[src/design/mmioPkg.sv]
package mmioPkg;

    // ------------------------------------------------------------------------
    // request / response opcodes
    // ------------------------------------------------------------------------
    typedef enum logic [1:0] {
        RD     = 2'b00,
        WR     = 2'b01,
        RD_RSP = 2'b10,
        WR_RSP = 2'b11
    } tOpcode;

    // ------------------------------------------------------------------------
    // address layout
    // ------------------------------------------------------------------------
    localparam int TILE_MSB   = 31;
    localparam int TILE_LSB   = 24;
    localparam int REGION_MSB = 23;
    localparam int REGION_LSB = 22;

    localparam logic [1:0] CR_REGION  = 2'b10;
    localparam logic [1:0] VGA_REGION = 2'b01;

    // cr byte offsets, one word apart
    localparam logic [19:0] CR_SEG7_0   = 20'h0_0000;
    localparam logic [19:0] CR_SEG7_1   = 20'h0_0004;
    localparam logic [19:0] CR_SEG7_2   = 20'h0_0008;
    localparam logic [19:0] CR_SEG7_3   = 20'h0_000C;
    localparam logic [19:0] CR_SEG7_4   = 20'h0_0010;
    localparam logic [19:0] CR_SEG7_5   = 20'h0_0014;
    localparam logic [19:0] CR_LED      = 20'h0_0018;
    localparam logic [19:0] CR_BUTTON_0 = 20'h0_001C;  // read only
    localparam logic [19:0] CR_BUTTON_1 = 20'h0_0020;  // read only
    localparam logic [19:0] CR_SWITCH   = 20'h0_0024;  // read only

    // same request word, seen by the cr file or by the frame memory
    typedef union packed {
        struct packed {
            logic [TILE_MSB-TILE_LSB:0]     tile;
            logic [REGION_MSB-REGION_LSB:0] region;
            logic [1:0]                     unused;
            logic [19:0]                    crOffset;  // byte offset
        } cr;
        struct packed {
            logic [TILE_MSB-TILE_LSB:0]     tile;
            logic [REGION_MSB-REGION_LSB:0] region;
            logic [1:0]                     unused;
            logic [17:0]                    vgaWord;   // word index into frame
            logic [1:0]                     byteSel;   // always full word here
        } vga;
    } tMmioAddr;

endpackage

[src/design/rspMerge.sv]
`timescale 1ns/1ps

module rspMerge import mmioPkg::*; (
    input  logic        QClk,
    input  logic        rstN,
    input  logic        crRdEn,       // Q503
    input  logic        crWrEn,
    input  logic        vgaRdEn,
    input  logic        vgaWrEn,
    input  tMmioAddr    addrQ503,
    input  logic [31:0] crRdData,     // Q504
    input  logic [31:0] vgaRdData,    // Q504
    output logic        rspValid,     // Q500
    output tOpcode      rspOpcode,
    output logic [31:0] rspAddress,
    output logic [31:0] rspData
);

    logic        crRdQ504;
    logic        vgaRdQ504;
    logic        anyWrQ504;
    logic [31:0] addrQ504;
    logic        rdQ504;

    // align with read data latency
    always_ff @(posedge QClk or negedge rstN) begin
        if (!rstN) begin
            crRdQ504  <= 1'b0;
            vgaRdQ504 <= 1'b0;
            anyWrQ504 <= 1'b0;
        end else begin
            crRdQ504  <= crRdEn;
            vgaRdQ504 <= vgaRdEn;
            anyWrQ504 <= crWrEn || vgaWrEn;
        end
    end

    always_ff @(posedge QClk) addrQ504 <= addrQ503;

    assign rdQ504 = crRdQ504 || vgaRdQ504;

    // ------------------------------------------------------------------------
    // Q504 -> Q500
    // ------------------------------------------------------------------------
    always_ff @(posedge QClk or negedge rstN) begin
        if (!rstN) rspValid <= 1'b0;
        else       rspValid <= rdQ504 || anyWrQ504;
    end

    always_ff @(posedge QClk) begin
        rspOpcode  <= rdQ504 ? RD_RSP : WR_RSP;
        rspAddress <= addrQ504;
        rspData    <= crRdQ504  ? crRdData  :
                      vgaRdQ504 ? vgaRdData : '0;  // write ack carries zero
    end

    rspValidKnown: assert property (@(posedge QClk) disable iff (!rstN)
        !$isunknown(rspValid));

endmodule

[config.mk]
export PLATFORM = sky130hd
export DESIGN_NAME = rspMerge
export DESIGN_NICKNAME = d
export VERILOG_FILES = /design/src/design/mmioPkg.sv /design/src/design/rspMerge.sv
export SDC_FILE = /design/constraint.sdc
export NUM_CORES = 1
export LEC_CHECK = 0
export ABC_AREA = 1
export BUFFER_PORTS_ARGS = -buffer_cell sky130_fd_sc_hd__buf_2
export CAP_MARGIN = 30
export CORE_UTILIZATION = 28
export DETAILED_ROUTE_END_ITERATION = 12
export SLEW_MARGIN = 10
export SYNTH_ARGS = -nofsm -noshare
export SYNTH_HDL_FRONTEND = slang
export SYNTH_SLANG_ARGS = --single-unit
[constraint.sdc]
create_clock -name QClk -period 0.93 [get_ports QClk]
set_input_delay 0.1395 -clock QClk [delete_from_list [all_inputs] [get_ports QClk]]
set_output_delay 0.1395 -clock QClk [all_outputs]
set_load 0.01 [all_outputs]
==> results of run 1 <==
metal layers:
layer,wire length (um),vias up
met3,573,6
li1,-,1230
met1,3350,1154
met2,4380,106
met4,85,0
met5,0,-
kinds of logic after synthesis:
kind of cell / share of synthesized area (%)
simple gates: 20.2
other cells: 0.134
flops: 73.0
buf+inv: 6.71
layout make-up:
type / count / area [um2] / share of cell area (%)
multi-input cells: 100 / 673 / 12.6
inverters: 2 / 23.8 / 0.444
flip-flops and latches: 101 / 2080 / 38.9
well taps: 133 / 166 / 3.11
repair inverters: 2 / 25.0 / 0.468
clock inverters: 7 / 81.3 / 1.52
clock buffers: 9 / 124 / 2.31
repair buffers: 278 / 2180 / 40.7
registers in the layout, summed over array words and instances (netlist names):
name / flops
rspOpcode: 1
vgaRdQ504: 1
anyWrQ504: 1
rspValid: 1
addrQ504: 32
rspAddress: 32
crRdQ504: 1
rspData: 32
worst max path at each step:
stage | startpoint | to | slack [ps] | cells after the start
global placement | crRdQ504 | rspData[31] | -60 | 3
CTS | rspValid | rspValid | -110 | 1
floorplan | vgaRdQ504 | rspData[31] | 80 | 4
finish | crRdQ504 | rspData[26] | -110 | 4
global route | crRdQ504 | rspData[15] | -140 | 4
detailed placement | crRdQ504 | rspData[31] | -70 | 3
worst max-delay path: cells and delay by family (launching register included):
kind | cells | cell delay, ps
flops | 1 | 510
simple gates | 2 | 110
buf+inv | 2 | 330
metrics by stage:
step	area, um2	power, mW
final	5350	8.82
after global routing	5350	9.25
after CTS	4980	8.71
after detailed placement	3680	5.50
after global placement	3680	5.48
after floorplan	2800	5.10
report_power, final:
part           switching [mW]  leakage (nW)  total [mW]  internal, mW
Sequential             0.0818         0.861        4.69          4.61
Combinational           0.525          1.60        1.31         0.787
Clock                    1.72         0.104        2.81          1.09
cell usage in the layout, fill, tap and decap left out, drive strengths merged:
master       count
buf            175
conb             1
dlygate4sd3    101
inv              8
or2              1
clkbuf          11
dfxtp           97
clkinv           3
dfrtp            4
nand3           32
nor2             1
nand2           65
what timing repair did:
action / in CTS / in global routing
setup endpoints to repair: 98 / 99
gates cloned: 2 / 4
resized for setup: 20 / 79
hold endpoints to repair: 71 / 0
pin swaps: 0 / 8
setup buffers: 0 / 2
hold buffers: 101 / 0
==> qor.yml, run 1 <==
ys_seq_area_share_pct: 73.0
crit_fanout: 6
syn_avg_cell_area_um2: 13.0
gr-usage-all-layers_pct: 14.5
drc: 0
antenna_left: 0
grt_pass1_vias: 2504
met2_usage_pct: 26.9
fin_crit_sh_pct: 112
overflow: 0
tritoncts: "yes"
root_buffer: "clkbuf_8"
cp.arrival_ps: 1310
worst_clock_skew_ps: 8.17
ys_ff_latch: 101
routabilityCongestion: 0.647
post-place-ws_ps: -68.2
grt_use_met1_pct: 15.2
worst_setup_path_start_kind: "flop"
yosys.area.top_type_share_pct: 69.4
routed_wl_um: 8390
synth_cell_types: 13
failed_checks: "setup timing"
worstSetupPathType: "reg -> reg"
antenna_found_initial: 0
grt_max_degree: 23
synth_edf_count: 0
core_um2: 9730
die_height_um: 102
slew_violations: 0
synth_area_leaders: "dfxtp_1, nand3_2, nand2_1"
hold_slack_ps: 87.5
rsz0062_at_grt: "true"
slowest_delay_ps: 510
regToRegStartpoint: "crRdQ504"
syn_nets: 317
cts_buffer_depth: 2
r2r_end: "rspData[26]"
max_freq_mhz: 962
worstPathRequired_ps: 1200
viasPerCell: 3.95
p_per_area_nw_per_um2: 1650
numCtsBuffers: 9
cts_sinks: 101
worst-r2r-cell-count: 4
synthFlopType: "dfxtp_1"
dr.pass1.iters: 4
p_leak_nw: 2.57
status: "finished, violations left"
clk_latency_ps: 360
vias: 2496
htree_levels: 3
fin_util_pct: 55.0
cp-end-kind: "flop"
drt_iter0_drc: 14
crit_slowest_cell: "dfrtp_4"
numPortBuffers: 167
synthTopCellsByCount: "dfxtp_1, nand2_1, nand3_2, buf_12"
yosysMostFrequentCell: "dfxtp_1"
rows: 36
dieArea_um2: 10400
placedCellCount: 507
synth_area_um2: 2800
io_pins: 169
drive_gt1_share_pct: 56.9
clk_pin_slew_ps: 100
yosys.area.top_type: "dfxtp_1"
setup_viol: 95
setup_ws_ps: -109
finalHoldViolations: 0
post-route-min-period_ps: 1040
nets: 596
wire_per_inst_um: 13.3
r2r_slack_ps: -110
async_flop_share_pct: 3.96
fill_cells: 852
grt_pass1_wl_um: 11200
syn_inst: 215
initial_utilization_pct: 28.8
use_met3_pct: 4.17
syn2layout_area_growth_pct: 91.3
antenna_cells: 0
ys_warn_count: 0
stdcell_count: 632
hold_class: "in -> async"
die_x_um: 102
path_cells: "buf_12 > clkbuf_16 > nand2_4 > nand2_2"
drv_cap: 0
dp_hpwl_um: 4310
ir_drop_mv: 0.822
grt_busiest_layer: "met2"
tns_ps: -3870
No activity file was read; power rests on OpenSTA's default activity.
==> run 2: changes to the inputs <==
- CELL_PAD_IN_SITES_DETAIL_PLACEMENT: not set -> 2
- CELL_PAD_IN_SITES_GLOBAL_PLACEMENT: not set -> 2
- CORE_UTILIZATION: 28 -> 25
- PLACE_DENSITY_LB_ADDON: not set -> 0.1
==> run 2 against run 1 <==
Effect of this change:
- the flow still finishes with violations (setup timing)
- first-iteration DRC count rose by 71%
- clock power fell by 1%
- sequential share of layout area fell by 1.0 points
- non-clock buffer count rose by 1
- via count rose by 4.8%
- core utilization fell by 4.2 points
- clock skew rose by 1.6 ps
- routed wire length rose by 37%
- clock-buffer cell count did not move
- critical path depth fell by 3
- sequential power rose by 0.9%
- highest routed layer unchanged
==> qor.yml, run 2 (synthesized netlist as in run 1, its figures left out) <==
worstPathRequired_ps: 790
slew_violations: 0
initial_utilization_pct: 25.7
drv_cap: 0
cp.arrival_ps: 890
worstSetupPathType: "reg -> out"
status: "finished, violations left"
cp_num_cells: 1
setup_viol: 94
setup_ws_ps: -104
design_area_um2: 5530
clk_latency_ps: 370
power.total_mw: 8.93
numCtsBuffers: 9
antenna_left: 0
regToRegStartpoint: "crRdQ504"
drc: 0
final_common_cell: "buf_2"
drive_gt1_share_pct: 61.1
io_pins: 169
gr-usage-all-layers_pct: 19.2
grt_max_degree: 20
ir_drop_mv: 1.03
p_leak_nw: 2.62
fin_crit_sh_pct: 111
max_freq_mhz: 967
viasPerCell: 4.08
vias: 2616
crit_start: "rspValid"
post_dp_cell_area_um2: 3690
drt_iter0_drc: 24
critPathBufInv: 1
nets: 598
path_cells: "buf_2"
routabilityCongestion: 0.670
dieArea_um2: 11600
wire_per_inst_um: 17.9
dr.pass1.iters: 3
placedCellCount: 516
reg_top3: "addrQ504 (32), rspAddress (32), rspData (32)"
stdcell_count: 641
hold_class: "in -> async"
mostFrequentLayoutCells: "buf_2, dlygate4sd3_1, dfxtp_1"
root_buffer: "clkbuf_8"
cts_sinks: 101
cts_buffer_depth: 2
final-seq-area_um2: 2090
die_x_um: 108
clk_pin_slew_ps: 110
routed_wl_um: 11500
failed_checks: "setup timing"
core_um2: 10900
numPortBuffers: 167
grt_pass1_vias: 3003
worst-r2r-cell-count: 4
crit_fanout: 1
tritoncts: "yes"
antenna_found_initial: 0
cp-end-kind: "output port"
fin_util_pct: 50.8
p_per_area_nw_per_um2: 1620
endpoint: "rspValid"
dp_hpwl_um: 5540
crit_slowest_cell: "dfrtp_1"
worst_clock_skew_ps: 9.75
r2r_slack_ps: -100
rows: 38
syn2layout_area_growth_pct: 97.6
post-route-min-period_ps: 1030
htree_levels: 3
multi_input_area_um2: 741
crit_family: "flip-flops"
overflow: 0
worst_setup_path_start_kind: "flop"
tns_ps: -3280
rsz0062_at_grt: "true"
fill_cells: 1083
finalHoldViolations: 0
r2r_end: "rspData[6]"
slowest_delay_ps: 380
die_height_um: 108
grt_pass1_wl_um: 16000
antenna_cells: 0
[run 2: cell types whose count changed in the layout (fill, tap and decap cells not counted), moves of 2 or more]
cell / previous run / this run
buf_2: 140 / 128
buf_6: 31 / 44
clkbuf_16: 2 / 0
dfxtp_1: 70 / 58
dfxtp_2: 27 / 39
inv_6: 3 / 1
nand2_1: 38 / 32
nand2_2: 20 / 23
nand2_4: 7 / 10
nand3_1: 2 / 0
nand3_4: 0 / 3
[run 2: repair_timing]
action,4_1_cts,5_1_grt
gates resized for setup,68,92
setup buffers,6,0
setup endpoints to repair,99,100
hold buffers,101,0
cloned,5,0
endpoints found under the hold margin,71,0
pin swaps,2,8
[run 2: worst min-delay path by stage]
stage          startpoint         to  slack [ps]  depth (start not counted)
5_1_grt              rstN   rspValid          90                          2
6_report             rstN  vgaRdQ504          80                          2
3_5_place_dp         rstN  anyWrQ504         -50                          1
4_1_cts              rstN  anyWrQ504          50                          2
2_1_floorplan        rstN  anyWrQ504        -160                          0
3_3_place_gp         rstN  anyWrQ504         -50                          1
[run 2: routing by layer]
metal	wire length, um	part of all wire (%)	GRT usage [%]	up-vias
li1	-	-	-	1235
met2	6760	59	38.1	115
met3	700	6.1	5.27	16
met4	190	1.7	6.26	0
met1	3850	33	18.8	1250
met5	0	0	0	-
[run 2: final cells by class]
class,instances,area share [%]
repair buffers,279,40.8
well taps,140,3.17
flip-flops and latches,101,37.9
repair inverters,3,0.792
clock inverters,7,1.27
inverters,2,0.430
clock buffers,9,2.24
multi-input cells,100,13.4
[run 2: where the power goes]
| group | switching (mW) | internal (mW) |
|---|---|---|
| Sequential | 0.117 | 4.61 |
| Clock | 1.72 | 1.05 |
| Combinational | 0.593 | 0.839 |
| Total | 2.43 | 6.50 |
[run 2: stage by stage]
stage	worst slack, ps	hold WS (ps)
floorplan	83.3	-156
global placement	-22.3	-49.8
CTS	-132	52.5
detailed placement	-49.1	-47.5
finish	-104	84.7
global route	-169	87.7
