$ cat src/design/mmioPkg.sv
package mmioPkg;

    // ------------------------------------------------------------------------
    // request / response opcodes
    // ------------------------------------------------------------------------
    typedef enum logic [1:0] {
        RD     = 2'b00,
        WR     = 2'b01,
        RD_RSP = 2'b10,
        WR_RSP = 2'b11
    } tOpcode;

    // ------------------------------------------------------------------------
    // address layout
    // ------------------------------------------------------------------------
    localparam int TILE_MSB   = 31;
    localparam int TILE_LSB   = 24;
    localparam int REGION_MSB = 23;
    localparam int REGION_LSB = 22;

    localparam logic [1:0] CR_REGION  = 2'b10;
    localparam logic [1:0] VGA_REGION = 2'b01;

    // cr byte offsets, one word apart
    localparam logic [19:0] CR_SEG7_0   = 20'h0_0000;
    localparam logic [19:0] CR_SEG7_1   = 20'h0_0004;
    localparam logic [19:0] CR_SEG7_2   = 20'h0_0008;
    localparam logic [19:0] CR_SEG7_3   = 20'h0_000C;
    localparam logic [19:0] CR_SEG7_4   = 20'h0_0010;
    localparam logic [19:0] CR_SEG7_5   = 20'h0_0014;
    localparam logic [19:0] CR_LED      = 20'h0_0018;
    localparam logic [19:0] CR_BUTTON_0 = 20'h0_001C;  // read only
    localparam logic [19:0] CR_BUTTON_1 = 20'h0_0020;  // read only
    localparam logic [19:0] CR_SWITCH   = 20'h0_0024;  // read only

    // same request word, seen by the cr file or by the frame memory
    typedef union packed {
        struct packed {
            logic [TILE_MSB-TILE_LSB:0]     tile;
            logic [REGION_MSB-REGION_LSB:0] region;
            logic [1:0]                     unused;
            logic [19:0]                    crOffset;  // byte offset
        } cr;
        struct packed {
            logic [TILE_MSB-TILE_LSB:0]     tile;
            logic [REGION_MSB-REGION_LSB:0] region;
            logic [1:0]                     unused;
            logic [17:0]                    vgaWord;   // word index into frame
            logic [1:0]                     byteSel;   // always full word here
        } vga;
    } tMmioAddr;

endpackage

$ cat src/design/reqDecode.sv
`timescale 1ns/1ps

module reqDecode import mmioPkg::*; #(
    parameter logic [7:0] TILE_ID = 8'd3
) (
    input  logic        QClk,
    input  logic        rstN,
    input  logic        reqValid,     // one-cycle strobe, Q502
    input  tOpcode      reqOpcode,
    input  logic [31:0] reqAddress,
    input  logic [31:0] reqData,
    output tMmioAddr    addrQ503,
    output logic [31:0] dataQ503,
    output tOpcode      opcodeQ503,   // sampled opcode, for probing
    output logic        crRdEn,
    output logic        crWrEn,
    output logic        vgaRdEn,
    output logic        vgaWrEn
);

    logic tileHit;
    logic crHit;
    logic vgaHit;
    logic isRd;
    logic isWr;

    // decode at Q502 so the enables leave as clean flops
    assign tileHit = reqValid && (reqAddress[TILE_MSB:TILE_LSB] == TILE_ID);
    assign crHit   = tileHit && (reqAddress[REGION_MSB:REGION_LSB] == CR_REGION);
    assign vgaHit  = tileHit && (reqAddress[REGION_MSB:REGION_LSB] == VGA_REGION);
    assign isRd    = (reqOpcode == RD);
    assign isWr    = (reqOpcode == WR);    // rsp opcodes on the request side drop

    always_ff @(posedge QClk or negedge rstN) begin
        if (!rstN) begin
            crRdEn  <= 1'b0;
            crWrEn  <= 1'b0;
            vgaRdEn <= 1'b0;
            vgaWrEn <= 1'b0;
        end else begin
            crRdEn  <= crHit && isRd;
            crWrEn  <= crHit && isWr;
            vgaRdEn <= vgaHit && isRd;
            vgaWrEn <= vgaHit && isWr;
        end
    end

    // payload, no reset
    always_ff @(posedge QClk) begin
        addrQ503   <= reqAddress;
        dataQ503   <= reqData;
        opcodeQ503 <= reqOpcode;
    end

    // a strobe carries a known opcode and address
    knownRequest: assert property (@(posedge QClk) disable iff (!rstN)
        reqValid |-> !$isunknown({reqOpcode, reqAddress}));

endmodule

$ cat config.mk
export PLATFORM = sky130hd
export DESIGN_NAME = reqDecode
export DESIGN_NICKNAME = d
export VERILOG_FILES = /design/src/design/mmioPkg.sv /design/src/design/reqDecode.sv
export SDC_FILE = /design/constraint.sdc
export NUM_CORES = 1
export LEC_CHECK = 0
export BUFFER_PORTS_ARGS = -buffer_cell sky130_fd_sc_hd__buf_2
export CAP_MARGIN = 10
export CORE_MARGIN = 2
export CORE_UTILIZATION = 37
export CTS_BUF_LIST = sky130_fd_sc_hd__clkbuf_8
export CTS_CLUSTER_SIZE = 24
export DETAILED_ROUTE_END_ITERATION = 16
export PLACE_DENSITY = 0.8
export REMOVE_ABC_BUFFERS = 1
export SLEW_MARGIN = 20
export SYNTH_ARGS = -nofsm -noshare
export SYNTH_HDL_FRONTEND = slang
export SYNTH_SLANG_ARGS = --single-unit
$ cat constraint.sdc
create_clock -name QClk -period 0.8 [get_ports QClk]
set_input_delay 0.08 -clock QClk [delete_from_list [all_inputs] [get_ports QClk]]
set_output_delay 0.08 -clock QClk [all_outputs]
set_load 0.02 [all_outputs]
==> impl_metrics.json, run 1 <==
{
  "slew_headroom": 0.785,
  "num_rows": 23,
  "die_h_um": 67.8,
  "grt_pass1_vias": 1662,
  "critPathLaunchType": "register",
  "syn_to_final_growth_pct": 143,
  "drtPass1Iterations": 4,
  "setup_violations": 71,
  "fin_nets": 369,
  "worstPathRequired_ps": 720,
  "routed_wl_mm": 6.29,
  "max_freq_mhz": 1090,
  "dp_hpwl_mm": 2.78,
  "power.share.switching": 0.241,
  "core_um2": 3970,
  "clockBufferDepth": 2,
  "ir_drop_mv": 1.44,
  "status": "complete, but fails checks",
  "netlist_area_um2": 1510,
  "hold_class": "in -> reg",
  "ys_ff_latch": 70,
  "hold_violations": 0,
  "ys_warn_count": 0,
  "path_clk_slew_ps": 70,
  "overflow": 0,
  "die_area_um2": 4590,
  "placed_area_um2": 2280,
  "drt-wirelength-per-cell_um": 17.7,
  "critical_path.max_stage_delay_ps": 380,
  "worst-setup-path-type": "reg -> out",
  "violations": "setup timing",
  "port_buffers": 138,
  "tightest_slew_ps": 319,
  "insertedDiodeCount": 0,
  "grt_max_degree": 12,
  "routed_via_density": 4.28,
  "crit_arrival_ps": 840,
  "power_leakage_nw": 1.71,
  "die-width_um": 67.8,
  "fin_tns_setup_ps": -4040,
  "min_period_ps": 920,
  "ys_seq_area_frac": 0.944,
  "final_area_um2": 3660,
  "p_int_mw": 5.64,
  "synth_area_per_cell_um2": 18.6,
  "ant_nets": 0,
  "rsz0062_at_grt": "yes",
  "finalCritPeriodShare": 1.15,
  "p_per_area_nw_per_um2": 2030,
  "path_buf_inv": 1,
  "totalPowerFinal_mw": 7.43,
  "start_util": 0.379,
  "cp_cell_sequence": "buf_6",
  "cts_max_level": 3,
  "crit_path_end_kind": "output pin",
  "antenna_found_initial": 0,
  "place.gp.congestion": 0.681,
  "power_frac_comb": 0.149,
  "cpMaxStageDelayCell": "dfrtp_1",
  "drt-initial-drc-count": 37,
  "pin_count": 139,
  "syn-instance-count": 81,
  "cts_setup_buffers": 0,
  "cts_sinks": 70,
  "clock_power_share": 0.340,
  "synth_cell_types": 8,
  "drc_errors": 0,
  "cts_tree": "done",
  "cts_root_buf": "clkbuf_8",
  "numCtsBuffers": 9,
  "p_sw_mw": 1.79,
  "path_delay_family": "flip-flops",
  "vias": 1521,
  "slew_viol_final": 0,
  "fin_ws_ps": -120,
  "track_usage": 0.280,
  "maxCapViolCount": 0,
  "grt_pass1_wl_mm": 8.64,
  "seq_power_share": 0.511,
  "crit_fanout": 1,
  "drive_above_1_share": 0.741
}
## placed cells by master, fill, tap and decap left out, types with 2 or more instances in the layout
cell type,count
buf_6,70
buf_2,68
dlygate4sd3_1,67
dfxtp_2,66
clkbuf_8,11
dfrtp_1,4
nor4_1,3
buf_4,3
or3b_2,2
nand3b_1,2
inv_1,2
clkinv_2,2
## metal layers
metal	GRT usage	share of wire
met3	0.103	0.090
met5	0	0
met4	0.163	0.031
met2	0.509	0.53
met1	0.269	0.35
## layout make-up
| cell class | count | area, um2 |
|---|---|---|
| multi-input cells | 11 | 90.1 |
| flip-flops and latches | 70 | 1500 |
| clock inverters | 5 | 26.3 |
| repair buffers | 208 | 1820 |
| fillers | 140 | 315 |
| well taps | 50 | 62.6 |
| clock buffers | 11 | 151 |
## cells by family after synthesis
kind of cell / count (synthesis) / synth area share
AND/OR/NAND/NOR: 11 / 0.0557
flip-flops: 70 / 0.944
## synth_stat cells
cell      count  area (um2)
dfxtp_1      66        1320
dfrtp_1       4         100
nor4_1        4        25.0
nand3b_1      2        15.0
or3b_2        2        17.5
nand4b_1      1        8.76
or2_2         1        6.26
or4_4         1        11.3
## final timing paths
kind	cells past startpoint	slack (ps)	to	start
worst max-delay path	1	-120	vgaRdEn	vgaRdEn$_DFF_PN0_
worst min-delay path	3	40	crRdEn$_DFF_PN0_	reqAddress[22]
max in group asynchronous	2	590	crRdEn$_DFF_PN0_	rstN
min in group asynchronous	2	90	vgaRdEn$_DFF_PN0_	rstN
## flip-flops by register name (all words and copies together), names as in the netlist
| register | flops |
|---|---|
| addrQ503 | 32 |
| crRdEn | 1 |
| crWrEn | 1 |
| dataQ503 | 32 |
| opcodeQ503 | 2 |
| vgaRdEn | 1 |
| vgaWrEn | 1 |
## through the flow
step	hold slack [ps]	cells	util	worst slack, ps
floorplan	-216	81	-	-118
global placement	-116	272	0.574	-258
detailed placement	-112	272	0.574	-328
CTS	18.0	355	0.919	-123
global route	44.3	355	0.921	-157
finish	36.1	355	0.921	-120
## power groups by stage
stage               registers (mW)  logic (mW)  clock network, mW
finish                        3.80        1.11               2.52
global route                  3.80        1.17               2.70
CTS                           3.78        1.07               2.51
detailed placement            3.78       0.608                  0
global placement              3.77       0.597                  0
floorplan                     4.02      0.0173                  0
## timing repair
| item | CTS | global route |
|---|---|---|
| hold endpoints to repair | 70 | 0 |
| hold buffers | 67 | 0 |
| setup endpoints to repair | 70 | 71 |
| gates resized for setup | 205 | 2 |
No activity file was read; power rests on OpenSTA's default activity.
==> run 2: changes to the inputs <==
--- a/config.mk
+++ b/config.mk
@@ -6,14 +6,13 @@
 export NUM_CORES = 1
 export LEC_CHECK = 0
 export BUFFER_PORTS_ARGS = -buffer_cell sky130_fd_sc_hd__buf_2
-export CAP_MARGIN = 10
 export CORE_MARGIN = 2
 export CORE_UTILIZATION = 37
 export CTS_BUF_LIST = sky130_fd_sc_hd__clkbuf_8
 export CTS_CLUSTER_SIZE = 24
 export DETAILED_ROUTE_END_ITERATION = 16
+export HOLD_SLACK_MARGIN = 0.08
 export PLACE_DENSITY = 0.8
-export REMOVE_ABC_BUFFERS = 1
 export SLEW_MARGIN = 20
 export SYNTH_ARGS = -nofsm -noshare
 export SYNTH_HDL_FRONTEND = slang
==> run 2 against run 1 <==
Net effect: the flow finishes with violations (hold timing, setup timing); clock-buffer cell count unchanged; global-route usage is 0.63 points higher; die area unchanged; total power grew 0.87%; design area decreased by 1.3%; clock power rose by 4%; routed wire length rose by 2.7%; sequential power is essentially flat; non-clock buffer count shrank 6; worst hold slack worse by 170 ps; fmax is 0.41% higher; utilization down 1.2 points.
==> impl_metrics.json, run 2 (synthesis results as in run 1) <==
{
  "status": "complete, but fails checks",
  "violations": "hold timing, setup timing",
  "fin_tns_setup_ps": -4360,
  "seq_area_um2": 1500,
  "ir_drop_mv": 2.08,
  "num_rows": 23,
  "setup_violations": 72,
  "multi_input_area_um2": 83.8,
  "cts_max_level": 3,
  "track_usage": 0.287,
  "core_um2": 3970,
  "cts_setup_buffers": 0,
  "drtPass1Iterations": 2,
  "path_delay_family": "flip-flops",
  "final_common_cell": "buf_6",
  "critical_path.max_stage_delay_ps": 380,
  "syn_to_final_growth_pct": 140,
  "crit_arrival_ps": 840,
  "seq_power_share": 0.507,
  "power.share.switching": 0.248,
  "crit_fanout": 1,
  "critPathLaunchType": "register",
  "fin_util": 0.909,
  "ant_nets": 0,
  "drc_errors": 0,
  "p_per_area_nw_per_um2": 2080,
  "port_buffers": 138,
  "power_leakage_nw": 1.68,
  "slew_viol_final": 0,
  "die-width_um": 67.8,
  "hold_violations": 5,
  "maxCapViolCount": 0,
  "syn-num-nets": 150,
  "grt_max_degree": 13,
  "hold_class": "in -> reg",
  "drive_above_1_share": 0.753,
  "routed_via_density": 4.32,
  "vias": 1522,
  "tightest_slew_ps": 247,
  "place.gp.congestion": 0.685,
  "nFillCells": 155,
  "layout.cells.non_filler": 352,
  "start_util": 0.379,
  "cpMaxStageDelayCell": "dfrtp_1",
  "max_freq_mhz": 1090,
  "dp_slack_ps": -242,
  "reg_top3": "addrQ503 x32, dataQ503 x32, opcodeQ503 x2",
  "worstPathRequired_ps": 720,
  "hold_slack_ps": -130,
  "cts_sinks": 70,
  "drt-initial-drc-count": 51,
  "slew_headroom": 0.834,
  "drt-wirelength-per-cell_um": 18.3,
  "cts_root_buf": "clkbuf_8",
  "numCtsBuffers": 9,
  "overflow": 0,
  "most-common-layout-cells": "buf_6, buf_2, dfxtp_2, dlygate4sd3_1, clkbuf_8",
  "grt_pass1_wl_mm": 8.73,
  "clockBufferDepth": 2,
  "grt_pass1_vias": 1701,
  "rsz0062_at_grt": "yes",
  "die_area_um2": 4590,
  "min_period_ps": 916,
  "path_buf_inv": 1,
  "cts_tree": "done",
  "cp_cell_sequence": "buf_6",
  "worst-setup-path-type": "reg -> out",
  "die_h_um": 67.8,
  "power_frac_comb": 0.145,
  "p_int_mw": 5.64,
  "path_clk_slew_ps": 70,
  "p_sw_mw": 1.86,
  "crit_path_end_kind": "output pin",
  "pin_count": 139,
  "fin_ws_ps": -116,
  "routed_wl_mm": 6.46,
  "antenna_found_initial": 3,
  "dp.cells": 270,
  "clock_power_share": 0.348,
  "dp_hpwl_mm": 2.59,
  "finalCritPeriodShare": 1.15,
  "fin_nets": 363
}
-- run 2: area by class of cell --
type | count | share of cell area
clock inverter | 5 | 0.00936
multi-input combinational | 11 | 0.0232
tap | 50 | 0.0173
sequential | 70 | 0.417
antenna | 3 | 0.00208
clock buffer | 11 | 0.0419
timing repair buffer | 202 | 0.489
-- run 2: power groups by stage --
stage | Combinational (mW) | Sequential, mW | Clock (mW)
finish | 1.09 | 3.80 | 2.61
global route | 1.14 | 3.81 | 2.79
CTS | 1.02 | 3.78 | 2.59
detailed placement | 0.600 | 3.78 | 0
global placement | 0.589 | 3.77 | 0
floorplan | 0.0173 | 4.02 | 0
-- run 2: metrics by stage --
stage / cell area [um2] / total power [mW] / hold WS (ps)
detailed placement: 2270 / 4.38 / -113
global placement: 2270 / 4.36 / -116
finish: 3610 / 7.50 / -130
global route: 3610 / 7.75 / -145
floorplan: 1510 / 4.04 / -216
CTS: 3560 / 7.39 / -149
-- run 2: path summary, 6_finish.rpt --
path,start,end,slack (ps),cells past startpoint
max in group asynchronous,rstN,crWrEn$_DFF_PN0_,50,3
min in group asynchronous,rstN,vgaWrEn$_DFF_PN0_,640,3
hold / removal,reqOpcode[1],opcodeQ503[1]$_DFF_P_,-130,1
setup / recovery,vgaRdEn$_DFF_PN0_,vgaRdEn,-120,1
-- run 2: layer usage --
layer  vias up  global-route usage  wire, um
met1       702               0.220      1970
li1        695                   -         -
met5         -                   0         0
met2       103               0.547      3610
met4         0               0.225       314
met3        22               0.117       562
-- run 2: what timing repair did --
| item | 4_1_cts | 5_1_grt |
|---|---|---|
| hold endpoints to repair | 74 | 13 |
| pin swaps | 0 | 0 |
| endpoints found under the setup margin | 70 | 70 |
| cloned | 0 | 0 |
| gates resized for setup | 206 | 0 |
| hold buffers | 59 | 4 |
