**config.mk**
```make
export PLATFORM = sky130hd
export DESIGN_NAME = crRegFile
export DESIGN_NICKNAME = d
export VERILOG_FILES = /design/src/design/mmioPkg.sv /design/src/design/crRegFile.sv
export SDC_FILE = /design/constraint.sdc
export NUM_CORES = 1
export LEC_CHECK = 0
export ABC_AREA = 1
export BUFFER_PORTS_ARGS = -buffer_cell sky130_fd_sc_hd__buf_2
export CAP_MARGIN = 20
export CORE_UTILIZATION = 51
export DETAILED_ROUTE_END_ITERATION = 8
export PLACE_DENSITY = 0.79
export SYNTH_ARGS = -nofsm -noshare
export SYNTH_HDL_FRONTEND = slang
export SYNTH_SLANG_ARGS = --single-unit
```
**constraint.sdc**
```tcl
create_clock -name QClk -period 1 [get_ports QClk]
set_input_delay 0.1 -clock QClk [delete_from_list [all_inputs] [get_ports QClk]]
set_output_delay 0.1 -clock QClk [all_outputs]
set_load 0.01 [all_outputs]
```
**src/design/mmioPkg.sv**
```systemverilog
package mmioPkg;

    // ------------------------------------------------------------------------
    // request / response opcodes
    // ------------------------------------------------------------------------
    typedef enum logic [1:0] {
        RD     = 2'b00,
        WR     = 2'b01,
        RD_RSP = 2'b10,
        WR_RSP = 2'b11
    } tOpcode;

    // ------------------------------------------------------------------------
    // address layout
    // ------------------------------------------------------------------------
    localparam int TILE_MSB   = 31;
    localparam int TILE_LSB   = 24;
    localparam int REGION_MSB = 23;
    localparam int REGION_LSB = 22;

    localparam logic [1:0] CR_REGION  = 2'b10;
    localparam logic [1:0] VGA_REGION = 2'b01;

    // cr byte offsets, one word apart
    localparam logic [19:0] CR_SEG7_0   = 20'h0_0000;
    localparam logic [19:0] CR_SEG7_1   = 20'h0_0004;
    localparam logic [19:0] CR_SEG7_2   = 20'h0_0008;
    localparam logic [19:0] CR_SEG7_3   = 20'h0_000C;
    localparam logic [19:0] CR_SEG7_4   = 20'h0_0010;
    localparam logic [19:0] CR_SEG7_5   = 20'h0_0014;
    localparam logic [19:0] CR_LED      = 20'h0_0018;
    localparam logic [19:0] CR_BUTTON_0 = 20'h0_001C;  // read only
    localparam logic [19:0] CR_BUTTON_1 = 20'h0_0020;  // read only
    localparam logic [19:0] CR_SWITCH   = 20'h0_0024;  // read only

    // same request word, seen by the cr file or by the frame memory
    typedef union packed {
        struct packed {
            logic [TILE_MSB-TILE_LSB:0]     tile;
            logic [REGION_MSB-REGION_LSB:0] region;
            logic [1:0]                     unused;
            logic [19:0]                    crOffset;  // byte offset
        } cr;
        struct packed {
            logic [TILE_MSB-TILE_LSB:0]     tile;
            logic [REGION_MSB-REGION_LSB:0] region;
            logic [1:0]                     unused;
            logic [17:0]                    vgaWord;   // word index into frame
            logic [1:0]                     byteSel;   // always full word here
        } vga;
    } tMmioAddr;

endpackage

```
**src/design/crRegFile.sv**
```systemverilog
`timescale 1ns/1ps

module crRegFile import mmioPkg::*; (
    input  logic        QClk,
    input  logic        rstN,
    input  logic        crRdEn,       // Q503
    input  logic        crWrEn,       // Q503
    input  tMmioAddr    addrQ503,
    input  logic [31:0] dataQ503,
    input  logic        button0,      // raw board inputs
    input  logic        button1,
    input  logic [9:0]  switch,
    output logic [31:0] crRdData,     // Q504
    output logic [7:0]  seg7Out0,
    output logic [7:0]  seg7Out1,
    output logic [7:0]  seg7Out2,
    output logic [7:0]  seg7Out3,
    output logic [7:0]  seg7Out4,
    output logic [7:0]  seg7Out5,
    output logic [9:0]  led
);

    logic [7:0]  seg7Reg [6];
    logic [9:0]  ledReg;
    logic [1:0]  button0Sync;   // two-flop synchronizers
    logic [1:0]  button1Sync;
    logic [9:0]  switchMeta;
    logic [9:0]  switchSync;
    logic [31:0] rdMux;

    // ------------------------------------------------------------------------
    // rw registers
    // ------------------------------------------------------------------------
    always_ff @(posedge QClk or negedge rstN) begin
        if (!rstN) begin
            seg7Reg <= '{default: '0};
            ledReg  <= '0;
        end else if (crWrEn) begin
            case (addrQ503.cr.crOffset)
                CR_SEG7_0: seg7Reg[0] <= dataQ503[7:0];
                CR_SEG7_1: seg7Reg[1] <= dataQ503[7:0];
                CR_SEG7_2: seg7Reg[2] <= dataQ503[7:0];
                CR_SEG7_3: seg7Reg[3] <= dataQ503[7:0];
                CR_SEG7_4: seg7Reg[4] <= dataQ503[7:0];
                CR_SEG7_5: seg7Reg[5] <= dataQ503[7:0];
                CR_LED:    ledReg     <= dataQ503[9:0];
                default: ;  // ro and unmapped offsets, ack only
            endcase
        end
    end

    // board inputs, sampled every cycle
    always_ff @(posedge QClk or negedge rstN) begin
        if (!rstN) begin
            button0Sync <= '0;
            button1Sync <= '0;
            switchMeta  <= '0;
            switchSync  <= '0;
        end else begin
            button0Sync <= {button0Sync[0], button0};
            button1Sync <= {button1Sync[0], button1};
            switchMeta  <= switch;
            switchSync  <= switchMeta;
        end
    end

    // ------------------------------------------------------------------------
    // read path, zero extended
    // ------------------------------------------------------------------------
    always_comb begin
        case (addrQ503.cr.crOffset)
            CR_SEG7_0:   rdMux = {24'b0, seg7Reg[0]};
            CR_SEG7_1:   rdMux = {24'b0, seg7Reg[1]};
            CR_SEG7_2:   rdMux = {24'b0, seg7Reg[2]};
            CR_SEG7_3:   rdMux = {24'b0, seg7Reg[3]};
            CR_SEG7_4:   rdMux = {24'b0, seg7Reg[4]};
            CR_SEG7_5:   rdMux = {24'b0, seg7Reg[5]};
            CR_LED:      rdMux = {22'b0, ledReg};
            CR_BUTTON_0: rdMux = {31'b0, button0Sync[1]};
            CR_BUTTON_1: rdMux = {31'b0, button1Sync[1]};
            CR_SWITCH:   rdMux = {22'b0, switchSync};
            default:     rdMux = '0;  // unmapped
        endcase
    end

    always_ff @(posedge QClk) begin
        if (crRdEn) crRdData <= rdMux;  // hold between reads
    end

    // display pins trail the registers by one edge
    always_ff @(posedge QClk or negedge rstN) begin
        if (!rstN) begin
            seg7Out0 <= '0;
            seg7Out1 <= '0;
            seg7Out2 <= '0;
            seg7Out3 <= '0;
            seg7Out4 <= '0;
            seg7Out5 <= '0;
            led      <= '0;
        end else begin
            seg7Out0 <= seg7Reg[0];
            seg7Out1 <= seg7Reg[1];
            seg7Out2 <= seg7Reg[2];
            seg7Out3 <= seg7Reg[3];
            seg7Out4 <= seg7Reg[4];
            seg7Out5 <= seg7Reg[5];
            led      <= ledReg;
        end
    end

endmodule

```
==> impl_metrics.tcl, run 1 <==
set metrics [dict create \
    post_drt_wl_per_cell_um 17.6 \
    timing.fmax_ghz 0.836 \
    fin_cells 873 \
    min_path_type "in2async" \
    vias 4707 \
    die_h_um 108 \
    drt-initial-drc-count 437 \
    synth_edf_count 10 \
    ys_top_cells_by_area "dfrtp_1 (61%), nand2_1 (6.6%), edfxtp_1 (5.2%)" \
    violations "setup timing" \
    drive_gt1_share_pct 38.9 \
    grt_pass1_vias 4552 \
    required_ns 0.90 \
    diodes 0 \
    status "finished, violations left" \
    grt_setup_unrepaired "yes" \
    cts_sinks 150 \
    syn_area_um2 5730 \
    yosysUniqueCellTypes 25 \
    ys_seq_area_share_pct 66.3 \
    cts_made_buffers 17 \
    overflow 0 \
    dieArea_um2 11700 \
    syn_area_per_cell_um2 11.5 \
    grt_max_degree 27 \
    setup_tns_ns -8.82 \
    dp.cells 797 \
    hold_violations 0 \
    synth_most_common_cell "dfrtp_1" \
    port_buffers 113 \
    ys_warn_count 0 \
    rows 38 \
    worstSetupStartpointType "register" \
    finalCritPeriodShare_pct 120 \
    crit_path_max_incr_delay_ns 0.41 \
    crit_chain "buf_2" \
    slowest_stage "edfxtp_1" \
    finalSetupViolCount 74 \
    p_leak_nw 4.22 \
    cts_tree "yes" \
    end_kind "primary output" \
    yosys-top-cells-count "dfrtp_1 (140), nand2_1 (101), o21ai_1 (42)" \
    nets 801 \
    critPathBufInv 1 \
    fin_worst_skew_ns 0.00502 \
    die_w_um 108 \
    syn_to_final_growth_pct 38.1 \
    critPathKind "reg2out" \
    vdd_drop_max_v 0.00112 \
    worst_slack_ns -0.196 \
    clk_transition_reported_paths_ns 0.06 \
    ant_nets 0 \
    synth_area_leader_cell "dfrtp_1" \
    grt_usage_pct 26.2 \
    cts_max_level 4 \
    grt_first_pass_wirelength_um 22400 \
    finalPower_mw 12.8 \
    cts.path.max_buffers 2 \
    drc 0 \
    antenna_found_initial 0 \
    ios 170 \
    initial_core_util_pct 52.7 \
    synth_cells 499 \
    core_um2 10900 \
    gp_congestion 0.935 \
    routed_wl_um 15400 \
    hpwlAfterDp_um 9420 \
    hold_ws_ns 0.0152 \
    synth_ff_type "dfrtp_1" \
    synth.top_cell.area_share_pct 61.1 \
    clk_latency_ns 0.53 \
    crit_path_max_fanout 1 \
    async_flop_share_pct 93.3 \
    period_needed_ns 1.20 \
    path_delay_family "flip-flops" \
    yosys_register_bits 150 \
    slew_violations 0 \
    power_density_nw_per_um2 1620 \
    cap_violations 0 \
    cts_root_buf "clkbuf_8" \
    crit_arrival_ns 1.10 \
    dr.pass1.iters 5 \
    vias_per_cell 5.39 \
]
==> logic make-up (layout without fill, tap and decap cells) <==
family	count (synthesis)	after routing	share of synthesized area (%)
flops	150	150	66.3
simple gates	202	203	18.7
other cells	1	22	0.0654
compound gates	72	72	7.37
buf+inv	74	286	7.51
==> layout by cell type (no fill, tap or decap), drive strengths merged <==
cell type | Yosys | routed
buf | 41 | 197
bufinv | 0 | 2
clkbuf | 0 | 20
clkinv | 1 | 8
clkinvlp | 0 | 1
conb | 1 | 22
dfrtp | 140 | 140
dlygate4sd3 | 0 | 25
edfxtp | 10 | 10
inv | 32 | 33
nand2 | 111 | 111
nand3 | 9 | 9
nand4 | 45 | 46
nor2 | 37 | 37
o21ai | 70 | 70
o22ai | 2 | 2
==> metal layers <==
layer / track usage, % / wire, um / up-vias
li1: - / - / 2066
met3: 6.09 / 1300 / 59
met5: 0 / 0 / -
met4: 13.4 / 538 / 0
met1: 31.7 / 5750 / 2283
met2: 43.8 / 7780 / 299
==> through the flow <==
stage	utilization, %	area [um^2]	worst slack (ns)
floorplan	-	5900	-0.194
global placement	63.3	6890	-0.416
detailed placement	63.3	6890	-0.477
CTS	71.3	7770	-0.206
global route	72.7	7920	-0.230
finish	72.7	7920	-0.196
==> final cells by class <==
cell class / instances / area, um^2
Timing Repair Buffer: 222 / 1610
Fill cell: 692 / 2970
Clock buffer: 20 / 435
Multi-Input combinational cell: 297 / 1640
Inverter: 33 / 125
Sequential cell: 150 / 3800
Tap cell: 140 / 175
Clock inverter: 11 / 128
==> worst paths after layout <==
check,endpoint,cells past startpoint,start,slack [ns]
min in group QClk,seg7Reg[44],4,crWrEn,0.17
hold / removal,ledReg[5],2,rstN,0.02
setup reg to reg,crRdData[3],4,seg7Reg[35],-0.06
setup / recovery,crRdData[3],1,crRdData[3],-0.20
hold reg to reg,switchSync[3],0,switchMeta[3],0.35
max in group asynchronous,led[6],3,rstN,0.17
==> registers in the layout, indices dropped and copies added (netlist names) <==
register,flops
switchMeta,10
seg7Out5,8
crRdData,10
seg7Out0,8
seg7Out4,8
seg7Out3,8
switchSync,10
ledReg,10
seg7Reg,48
seg7Out1,8
seg7Out2,8
button1Sync,2
button0Sync,2
led,10
==> power breakdown <==
group / switching (mW) / internal, mW / total (mW)
combinational: 0.366 / 0.224 / 0.591
clock: 2.42 / 3.61 / 6.03
sequential: 0.0204 / 6.19 / 6.21
==> what timing repair did <==
item / CTS / global route
setup endpoints to repair: 76 / 84
hold buffers: 25 / 0
cloned: 0 / 1
buffers inserted: 5 / 14
pin swaps: 8 / 35
gates resized for setup: 7 / 12
hold endpoints to repair: 207 / 0
Note: power is estimated with default switching activity, not from simulation.
==> inputs of run 2 (changes only) <==
--- a/config.mk
+++ b/config.mk
@@ -11,6 +11,7 @@
 export CORE_UTILIZATION = 51
 export DETAILED_ROUTE_END_ITERATION = 8
 export PLACE_DENSITY = 0.79
+export SETUP_SLACK_MARGIN = 0.1
 export SYNTH_ARGS = -nofsm -noshare
 export SYNTH_HDL_FRONTEND = slang
 export SYNTH_SLANG_ARGS = --single-unit
==> run 2 against run 1 <==
- sequential cell count stayed put
- worst hold slack worse by 0.060 ns
- first-iteration DRC count up 21%
- wire length is 9.7% higher
- power increased by 7.7%
- design area grew 5.9%
- the run ends with hold timing, setup timing left
- critical path type unchanged
==> impl_metrics.tcl, run 2 (synthesized netlist as in run 1, its figures left out) <==
set metrics [dict create \
    fin_worst_skew_ns 0.0145 \
    cts_root_buf "clkbuf_8" \
    post_drt_wl_per_cell_um 19.0 \
    layout_common_cells "dfrtp_1 (140), buf_2 (98), nand2_1 (78), buf_4 (67), o21ai_1 (46)" \
    fillers 625 \
    hold_violations 12 \
    ant_nets 0 \
    die_h_um 108 \
    top_register "seg7Reg" \
    violations "hold timing, setup timing" \
    end_kind "primary output" \
    final_util_pct 77.0 \
    p_leak_nw 4.37 \
    overflow 0 \
    dieArea_um2 11700 \
    cts_max_level 4 \
    largest_reg_flops 48 \
    gp_congestion 0.879 \
    grt_pass1_vias 4611 \
    drive_gt1_share_pct 44.1 \
    status "finished, violations left" \
    worstSetupStartpointType "register" \
    crit_arrival_ns 1.12 \
    path_delay_family "flip-flops" \
    worst_slack_ns -0.222 \
    die_w_um 108 \
    crit_chain "buf_2" \
    syn_to_final_growth_pct 46.2 \
    drc 0 \
    hold_ws_ns -0.0452 \
    vias_per_cell 5.47 \
    cap_violations 0 \
    grt_max_degree 53 \
    ctsHoldBuffers 24 \
    ios 170 \
    cts.path.max_buffers 2 \
    grt_usage_pct 27.0 \
    grt_setup_unrepaired "yes" \
    vias 4842 \
    hpwlAfterDp_um 9630 \
    place_ws_ns -0.490 \
    final_common_cell "dfrtp_1" \
    grt_first_pass_wirelength_um 22800 \
    rows 38 \
    finalCritPeriodShare_pct 122 \
    cts_tree "yes" \
    nets 813 \
    cts_sinks 150 \
    antenna_found_initial 0 \
    min_path_type "in2async" \
    slew_violations 0 \
    critPathBufInv 1 \
    timing.fmax_ghz 0.818 \
    post_dp_cell_area_um2 6910 \
    critPathKind "reg2out" \
    drt-initial-drc-count 529 \
    finalSetupViolCount 74 \
    initial_core_util_pct 52.7 \
    postLayoutCellArea_um2 8380 \
    period_needed_ns 1.22 \
    clk_transition_reported_paths_ns 0.07 \
    routed_wl_um 16900 \
    vdd_drop_max_v 0.00128 \
    core_um2 10900 \
    dr.pass1.iters 5 \
    port_buffers 113 \
    crit_path_max_incr_delay_ns 0.42 \
    power_density_nw_per_um2 1650 \
    clk_latency_ns 0.54 \
    cts_made_buffers 17 \
    required_ns 0.90 \
    slowest_stage "edfxtp_1" \
    diodes 0 \
    crit_path_max_fanout 1 \
]
## run 2: cell type report
type / instances / area, um^2 / share of cell area [%]
Multi-Input combinational cell: 301 / 1860 / 22.2
Clock buffer: 22 / 453 / 5.40
Sequential cell: 150 / 3800 / 45.4
Timing Repair Buffer: 230 / 1770 / 21.1
Tap cell: 140 / 175 / 2.09
Clock inverter: 10 / 191 / 2.28
Inverter: 33 / 125 / 1.49
## run 2: path summary, 6_finish.rpt
check | startpoint | to | slack [ns] | cells past startpoint
worst max-delay path | crRdData[5] | crRdData[5] | -0.22 | 1
worst min-delay path | rstN | ledReg[6] | -0.05 | 2
worst max register to register | seg7Reg[47] | crRdData[7] | -0.09 | 4
worst min register to register | switchMeta[8] | switchSync[8] | 0.35 | 0
max in group asynchronous | rstN | seg7Out1[2] | 0.53 | 3
min in group QClk | crWrEn | ledReg[2] | 0.13 | 4
## run 2: metal layers
metal | track usage, % | share of wire [%] | wire (um) | up-vias
li1 | - | - | - | 2102
met1 | 31.6 | 37 | 6290 | 2336
met2 | 46.0 | 49 | 8250 | 319
met3 | 6.69 | 8.5 | 1440 | 85
met4 | 14.1 | 5.2 | 880 | 0
met5 | 0 | 0 | 0 | -
## run 2: power breakdown
group	internal [mW]	switching (mW)
Combinational	0.241	0.391
Clock	4.47	2.49
Sequential	6.19	0.0213
Total	10.9	2.90
## run 2: timing repair
| item | 4_1_cts | 5_1_grt |
|---|---|---|
| hold endpoints to repair | 208 | 12 |
| cloned | 0 | 5 |
| buffers inserted | 15 | 15 |
| gates resized for setup | 16 | 77 |
| endpoints found under the setup margin | 78 | 117 |
| pin swaps | 25 | 28 |
## run 2: through the flow
stage	setup TNS [ns]	hold slack, ns	power (mW)	cells
2_1_floorplan	-7.49	-0.196	6.54	520
3_3_place_gp	-23.59	-0.0583	6.81	803
3_5_place_dp	-25.79	-0.0588	6.83	803
4_1_cts	-9.99	-0.0584	13.8	874
5_1_grt	-11.66	-0.0496	14.2	886
6_report	-9.16	-0.0452	13.8	886
